[src/verilog/memSys_consts.svh]
`ifndef MEMSYS_CONSTS_SVH
`define MEMSYS_CONSTS_SVH

`default_nettype none

// Direct-mapped, one word per line.
`define CACHE_LINES 16

// Backing store depth in words. Addresses wrap modulo this depth.
`define MEM_WORDS 1024

// Cycles that ready stays low for a cached miss.
`define REFILL_LAT 4

// Cycles that ready stays low for a kseg1 load.
`define UNCACHED_LAT 6

`default_nettype wire

`endif

[src/verilog/memPkg.sv]
`default_nettype none

package memPkg;

    // Memory opcodes as decoded by execute.
    typedef enum logic [3:0] {
        opNone,
        opLw,
        opLh,
        opLhu,
        opLb,
        opLbu,
        opLwl,
        opLwr,
        opSw,
        opSh,
        opSb,
        opSwl,
        opSwr
    } memOp_t;

    // Execute to memory. For non-memory ops addr holds the ALU result.
    typedef struct packed {
        memOp_t      op;
        logic [31:0] addr;
        logic [31:0] storeData;
        logic [4:0]  rtId;
        logic        regWrite;
        logic [4:0]  regNum;
        logic [31:0] pc;
    } exBundle_t;

    // Memory to write-back.
    typedef struct packed {
        logic        regWrite;
        logic [4:0]  regId;
        logic [31:0] data;
        logic [31:0] pc;
    } wbBundle_t;

    // Request to the data cache, word address with byte lanes.
    typedef struct packed {
        logic        read;
        logic        write;
        logic [31:0] addr;
        logic [31:0] wdata;
        logic [3:0]  byteEn;
    } cacheReq_t;

endpackage

`default_nettype wire

[src/verilog/loadAlign.sv]
`default_nettype none

module loadAlign import memPkg::*; (
    input  memOp_t      op,
    input  logic [1:0]  offset,
    input  logic [31:0] word,
    input  logic [31:0] rtValue,
    output logic [31:0] result
);

    logic [15:0] half;
    logic [7:0]  byteVal;
    logic [4:0]  leftShift;
    logic [4:0]  rightShift;

    assign half       = offset[1] ? word[31:16] : word[15:0];
    assign byteVal    = word[{offset, 3'b000} +: 8];
    assign leftShift  = {~offset, 3'b000};
    assign rightShift = {offset, 3'b000};

    always_comb begin
        result = word;
        case (op)
            opLh: begin
                result = {{16{half[15]}}, half};
            end
            opLhu: begin
                result = {16'h0000, half};
            end
            opLb: begin
                result = {{24{byteVal[7]}}, byteVal};
            end
            opLbu: begin
                result = {24'h000000, byteVal};
            end
            opLwl: begin
                // Lanes offset..0 go to the top of rt, the rest of rt stays.
                result = (word << leftShift)
                       | (rtValue & ~(32'hFFFF_FFFF << leftShift));
            end
            opLwr: begin
                // Lanes offset..3 go to the bottom of rt.
                result = (word >> rightShift)
                       | (rtValue & ~(32'hFFFF_FFFF >> rightShift));
            end
            default: begin
                result = word;
            end
        endcase
    end

endmodule

`default_nettype wire

[src/verilog/memStage.sv]
`default_nettype none

module memStage import memPkg::*; (
    input  logic        Clk,
    input  logic        rstN,
    input  logic        flush,
    input  exBundle_t   exIn,
    input  logic [31:0] rdata,
    input  logic        ready,
    output cacheReq_t   req,
    output logic        stall,
    output wbBundle_t   wbOut
);

    logic        fwdHit;
    logic [31:0] rtValue;
    logic        isLoad;
    logic        isStore;
    logic [31:0] storeWord;
    logic [3:0]  storeEn;
    logic [31:0] loadResult;
    logic [31:0] wbData;

    // ========================================================================
    // Forwarding from the previous write-back
    // ========================================================================

    assign fwdHit  = wbOut.regWrite && (wbOut.regId != 5'd0) && (wbOut.regId == exIn.rtId);
    assign rtValue = fwdHit ? wbOut.data : exIn.storeData;

    assign isLoad  = exIn.op inside {opLw, opLh, opLhu, opLb, opLbu, opLwl, opLwr};
    assign isStore = exIn.op inside {opSw, opSh, opSb, opSwl, opSwr};

    // ========================================================================
    // Cache request
    // ========================================================================

    storeAlign u_storeAlign (
        .op      (exIn.op),
        .offset  (exIn.addr[1:0]),
        .rtValue (rtValue),
        .wdata   (storeWord),
        .byteEn  (storeEn)
    );

    always_comb begin
        req.read   = isLoad;
        req.write  = isStore;
        req.addr   = {exIn.addr[31:2], 2'b00};
        req.wdata  = storeWord;
        req.byteEn = isStore ? storeEn : 4'b0000;
    end

    // Stores always complete at once, so only a waiting load holds the pipe.
    assign stall = isLoad && !ready;

    // ========================================================================
    // Load data and write-back register
    // ========================================================================

    loadAlign u_loadAlign (
        .op      (exIn.op),
        .offset  (exIn.addr[1:0]),
        .word    (rdata),
        .rtValue (rtValue),
        .result  (loadResult)
    );

    assign wbData = isLoad ? loadResult : exIn.addr;

    always_ff @(posedge Clk) begin
        if (!rstN || flush) begin
            wbOut <= '0;
        end else if (!stall) begin
            wbOut.regWrite <= exIn.regWrite;
            wbOut.regId    <= exIn.regNum;
            wbOut.data     <= wbData;
            wbOut.pc       <= exIn.pc;
        end
    end

    // Execute must hold its bundle while a load waits on the cache.
    exInHeldInStall: assert property (@(posedge Clk) disable iff (!rstN)
        (stall && !flush) |=> $stable(exIn))
        else $error("exIn changed during a stall");

endmodule

`default_nettype wire

[src/verilog/storeAlign.sv]
`default_nettype none

module storeAlign import memPkg::*; (
    input  memOp_t      op,
    input  logic [1:0]  offset,
    input  logic [31:0] rtValue,
    output logic [31:0] wdata,
    output logic [3:0]  byteEn
);

    // Little-endian lanes. Lane n holds address offset n.
    always_comb begin
        wdata  = rtValue;
        byteEn = 4'b0000;
        case (op)
            opSw: begin
                byteEn = 4'b1111;
            end
            opSh: begin
                wdata  = {rtValue[15:0], rtValue[15:0]};
                byteEn = offset[1] ? 4'b1100 : 4'b0011;
            end
            opSb: begin
                wdata  = {4{rtValue[7:0]}};
                byteEn = 4'b0001 << offset;
            end
            opSwl: begin
                // High bytes of rt land in lanes offset down to 0.
                wdata  = rtValue >> {~offset, 3'b000};
                byteEn = 4'b1111 >> ~offset;
            end
            opSwr: begin
                wdata  = rtValue << {offset, 3'b000};
                byteEn = 4'b1111 << offset;
            end
            default: begin
                byteEn = 4'b0000;
            end
        endcase
    end

endmodule

`default_nettype wire
[config.mk]
export PLATFORM = sky130hd
export DESIGN_NAME = memStage
export DESIGN_NICKNAME = d
export VERILOG_FILES = /design/src/verilog/memSys_consts.svh /design/src/verilog/memPkg.sv /design/src/verilog/loadAlign.sv /design/src/verilog/memStage.sv /design/src/verilog/storeAlign.sv
export SDC_FILE = /design/constraint.sdc
export NUM_CORES = 1
export LEC_CHECK = 0
export BUFFER_PORTS_ARGS = -buffer_cell sky130_fd_sc_hd__buf_2
export CORE_MARGIN = 10
export CORE_UTILIZATION = 30
export CTS_BUF_LIST = sky130_fd_sc_hd__clkbuf_4 sky130_fd_sc_hd__clkbuf_8 sky130_fd_sc_hd__clkbuf_16
export CTS_CLUSTER_DIAMETER = 80
export DETAILED_ROUTE_END_ITERATION = 8
export GPL_TIMING_DRIVEN = 1
export PLACE_DENSITY = 0.62
export SYNTH_ARGS = -nofsm -noshare
export SYNTH_HDL_FRONTEND = slang
export SYNTH_SLANG_ARGS = --single-unit
[constraint.sdc]
create_clock -name Clk -period 3.6 [get_ports Clk]
set_clock_uncertainty 0.15 [all_clocks]
set_input_delay 0 -clock Clk [delete_from_list [all_inputs] [get_ports Clk]]
set_output_delay 0 -clock Clk [all_outputs]
set_load 0.01 [all_outputs]
### Word-level counts from Yosys, hierarchy flattened

Cells that the tools add are included.

| cells by class | value |
|---|---|
| equal/unequal tests | 13 |
| shift-type cells | 10 |
| multiply operators | 0 |
| reduce and logical (&&, ||, !) cells | 9 |
| mux-type cells | 8 |
| bitwise gates (word level) | 7 |
| divide/modulo/power cells | 0 |
| add/sub/neg operators | 0 |
| order comparisons | 0 |

Operators by type and width:

| operator | count |
|---|---|
| $pmux 32 s6 | 1 |
| $pmux 32 s4 | 1 |
| $and 32x32->32 | 2 |
| $mux 32 | 2 |
| $not 32->32 | 2 |
| $or 32x32->32 | 2 |
| $shl 32x5->32 | 2 |
| $shr 32x5->32 | 2 |
| $shiftx 32x6->8 | 1 |
| $shl 32x5->32 const A | 1 |
| $shr 32x5->32 const A | 1 |
| $eq 4x4->1 const B | 5 |
| $pmux 4 s5 | 1 |
| $eq 4x3->1 const B | 4 |
| $mux 16 | 1 |
| $reduce_bool 5->1 | 2 |
| $eq 4x2->1 const B | 2 |
| $mux 4 | 2 |
| $reduce_bool 7->1 | 1 |
| $eq 5x5->1 | 1 |
| $eq 4x1->1 const B | 1 |
| $shl 1x2->4 const A | 1 |
| $shl 4x2->4 const A | 1 |
| $shr 4x2->4 const A | 1 |
| other kinds (4) | 7 |

| word-level totals | value |
|---|---|
| bits in read-only memories | 0 |
| output and inout port bits | 141 |
| memories | 0 |
| latch bits | 0 |
| bits in writable memories | 0 |
| word-level logic and storage cells | 51 |
| bits of input ports | 147 |
| flip-flop bits (word level) | 70 |

### Logic depth before layout (Yosys ltp)

| logic depth | value |
|---|---|
| depth in word-level cells | 8 |
| mapped depth | 11 |
| gate-level depth less buffers | 7 |

### By module

A second synthesis with hierarchy kept.

| unflattened totals | value |
|---|---|
| cell total of the unflattened synthesis | 923 |
| area, all modules | 7593.5 µm² |

Modules (own cells, without submodules):

| module | cells an instance | instances | area each (µm²) | seq. area each (µm²) |
|---|---|---|---|---|
| memStage | 398 | 1 | 3601.0 | 1401.3 |
| loadAlign | 275 | 1 | 2274.7 | 0.0 |
| storeAlign | 250 | 1 | 1717.9 | 0.0 |

### Worst setup path after synthesis

No wires, ideal clock.

| path | value |
|---|---|
| path kind | register to output |
| from | register wbOut[67] (netlist bit) |
| to | output port req[35] (netlist bit) |
| data arrival time | 2012 ps |
| cell stages (with the launch flop) | 8 |
| path slack | 1438 ps |
| path buffers | 1 |
| data required time | 3450 ps |
| cells stage by stage | dfxtp_1 > xnor2_1 > and3_1 > buf_2 > nand4_1 > and2_1 > mux4_2 > o221ai_1 |

RTL lines:

| what | line | source |
|---|---|---|
| start, declared | memStage.sv:12 | `output wbBundle_t wbOut` |
| end, declared | memStage.sv:10 | `output cacheReq_t req,` |

### Worst setup path in the final report

| path | value |
|---|---|
| from | register wbOut[66] (netlist bit) |
| to | register wbOut[45] (netlist bit) |

| between the ends | value |
|---|---|
| word-level cells in the longest chain between the ends | 8 |
| elaborated cells on any way between the ends | 11 |
| classes of those cells | eq/ne (1); mux (3); bitwise (4); reduce/logical (3) |

Ends and longest elaborated chain:

| what | line | source |
|---|---|---|
| $reduce_bool 5->1 | memStage.sv:28 | `assign fwdHit = wbOut.regWrite && (wbOut.regId != 5'd0) && (wbOut.regId == exIn.rtId);` |
| $logic_and 1x1->1 | memStage.sv:28 |  |
| $logic_and 1x1->1 * | memStage.sv:28 |  |
| $mux 32 * | memStage.sv:29 | `assign rtValue = fwdHit ? wbOut.data : exIn.storeData;` |
| $and 32x32->32 (on tied branches) | loadAlign.sv:44, loadAlign.sv:39 |  |
| $or 32x32->32 (on tied branches) | loadAlign.sv:44, loadAlign.sv:39 |  |
| $pmux 32 s6 * | loadAlign.sv:23 | `case (op)` |
| $mux 32 * | memStage.sv:69 | `assign wbData = isLoad ? loadResult : exIn.addr;` |

Every way passes the cells marked *; elsewhere a longest branch is shown, timed or not.
A chain may end at the register's enable or synchronous reset.

==> impl_metrics.ini <==
[routing]
ant_nets = 0
routed_wl_mm = 39.5
via_per_inst = 5.98
met3_length_mm = 4.85
dr.max_layer_used = met4
wl_met1_mm = 15.8
remaining_drc_errors = 0
dr_wl_met2_mm = 17.5
vias = 9889
wl_per_cell_microns = 23.9
drtIter0Drc = 1282
dr.pass1.iters = 6

[yosys]
synth_top_family_by_area = compound AO/OA/AOI/OAI gates
synth_edf_count = 0
synth.distinct_cells = 71
syn_area_sq_mm = 0.00759
ys_ff_latch = 70
synthMuxAreaShare = 0.121
synthXorXnorAreaFrac = 0.00461
yosysWarnings = 0
yosys.area_share.simple = 0.208
synthArstFlopShare = 0
synth-compound-area-share = 0.380
synthCells = 1035
synthFlopType = dfxtp_1
synthAdderAreaFrac = 0
syn_avg_cell_area_sq_um = 7.34
seq_area_frac_synth = 0.185

[worst_setup_path]
path_max_fanout = 16
cp.required_ns = 3.68
worstPathArrival_ns = 3.39
critPathKind = flip-flop to flip-flop
worst_setup_path_start_kind = flip-flop
timing.reg2reg.setup_slack_ns = 0.29
reg2reg_to = wbOut[45]$_SDFFE_PP0N_
r2r-start = wbOut[66]$_SDFFE_PP0N_
reg2regPathDepth = 7
endpoint_kind = flip-flop

[global_routing]
grt.overflow.total = 0
grt_pass1_vias = 9697
antenna_found_initial = 6
grt_util_all_layers = 0.235
grt_pass1_wl_mm = 59.0
grt_max_degree = 71

[min_path]
hold_depth = 5
worstHoldStart = rdata[16]
min_to = wbOut[48]$_SDFFE_PP0N_
hp-class = input port to flip-flop

[layout]
instances_no_fill = 1654
largest_reg_flops = 70
layout_common_cells = buf_2, a21oi_1, nand2_1
top_regs = wbOut (70)
top_register = wbOut
num-nets-final = 1460
drive_gt1_frac = 0.295
mostFrequentLayoutCell = buf_2
syn_to_final_growth_pct = 34.3
final_util = 0.407

[timing]
finalSetupTns_ns = 0
setup_viol = 0
timing.final.crit_share = 0.919
grt_setup_unrepaired = false
hold_viol = 0
slew_headroom = 0.122
report.final.slew_viol_count = 0
period_needed_ns = 3.31
whs_ns = 0.0315
tightest_slew_ns = 1.30
fmax_ghz = 0.302

[clocking]
post_cts_buffers = 0
clk_path_buf_depth = 2
clk_latency_ns = 0.35
cts_tree = done
clk_pin_slew_ns = 0.07
clock-sinks = 70
cts_inserted_buffers = 9
htree_levels = 3
cts-root-buf = clkbuf_16

[placement]
place_hpwl_mm = 29.6
io_buffers = 285
placed_cells = 1549
gp_congestion = 1.01

[die]
core_area_sq_mm = 0.0250
start_util = 0.303
top_level_ports = 288
die_w_microns = 179
die_h_microns = 179
die_area_sq_mm = 0.0321
row_count = 58

[power_and_ir_drop]
p_per_area_mw_per_mm2 = 287
p_leak_nw = 4.28
peakVddDrop_mv = 0.241

[flow_run]
cap_violations = 0

[run_status]
status = complete, no violations
## cell usage after synthesis, drive strengths merged, types with 12 or more instances
| cell | instances | share of area |
|---|---|---|
| o311ai | 12 | 0.014 |
| clkbuf | 53 | 0.026 |
| mux2i | 50 | 0.069 |
| a211oi | 33 | 0.033 |
| mux4 | 16 | 0.047 |
| nor3 | 14 | 0.0092 |
| o2bb2ai | 12 | 0.014 |
| dfxtp | 70 | 0.18 |
| buf | 84 | 0.065 |
| nor3b | 15 | 0.015 |
| o31a | 26 | 0.030 |
| a21oi | 126 | 0.083 |
| o221ai | 28 | 0.032 |
| and2 | 31 | 0.026 |
| o21ai | 56 | 0.037 |
| nand2 | 118 | 0.058 |
| o22ai | 31 | 0.026 |
| inv | 18 | 0.0089 |
| nor2 | 50 | 0.025 |
| a211o | 19 | 0.022 |
## worst max-delay path, stage by stage, from the launching register on
cell and delay, ns:
dfxtp_1 0.37, xnor2_1 0.31, nand2_1 0.44, o31ai_1 0.85
a21oi_1 0.21, o221ai_1 0.19, a21oi_1 0.08, dlygate4sd3_1 0.59
## routing by layer
metal	vias to the layer above	GRT usage
met2	770	0.368
li1	4467	-
met4	0	0.0953
met5	-	0
met3	100	0.0619
met1	4552	0.300
## layout make-up
type,count,area [sq um]
fillers,2631,14800
multi-input cells,810,5430
repair buffers,403,2530
flip-flops and latches,70,1400
well taps,330,413
clock buffers,9,225
clock inverters,7,105
inverters,19,71.3
diodes,6,15.0
## metrics by stage
step                      worst slack (ns)  total power [mW]  instance area [sq um]
after floorplan                       1.44              1.42                   7600
after global placement               0.825              1.79                   9020
after detailed placement             0.771              1.79                   9020
after CTS                            0.364              2.92                  10200
after global routing                 0.150              3.05                  10200
final                                0.292              2.92                  10200
## how the worst max path moves through the flow
| stage | slack (ns) | endpoint | depth (start not counted) | start |
|---|---|---|---|---|
| CTS | 0.36 | req[35] | 7 | wbOut[64]$_SDFFE_PP0N_ |
| global route | 0.15 | wbOut[40]$_SDFFE_PP0N_ | 8 | wbOut[66]$_SDFFE_PP0N_ |
| detailed placement | 0.77 | req[35] | 7 | wbOut[64]$_SDFFE_PP0N_ |
| floorplan | 1.44 | req[35] | 7 | wbOut[67]$_SDFFE_PP0N_ |
| finish | 0.29 | wbOut[45]$_SDFFE_PP0N_ | 7 | wbOut[66]$_SDFFE_PP0N_ |
| global placement | 0.83 | req[17] | 7 | wbOut[66]$_SDFFE_PP0N_ |
## logic make-up after synthesis
family | Yosys count
AOI/OAI and AO/OA | 427
and+or+nand+nor | 308
muxes | 69
DFF | 70
other | 1
xor gates and xnor gates | 4
buffers and inverters | 156
## what timing repair did
| item | in CTS | in global routing |
|---|---|---|
| hold buffers | 83 | 0 |
| endpoints found under the setup margin | 0 | 0 |
| endpoints found under the hold margin | 69 | 0 |
| resized for setup | 0 | 0 |
## power by group
part	total (mW)	leakage (nW)	internal, mW	switching (mW)
Sequential	0.847	0.573	0.809	0.0384
Clock	1.05	0.159	0.620	0.432
Combinational	1.02	3.55	0.416	0.607
(Power assumes the default switching activity.)
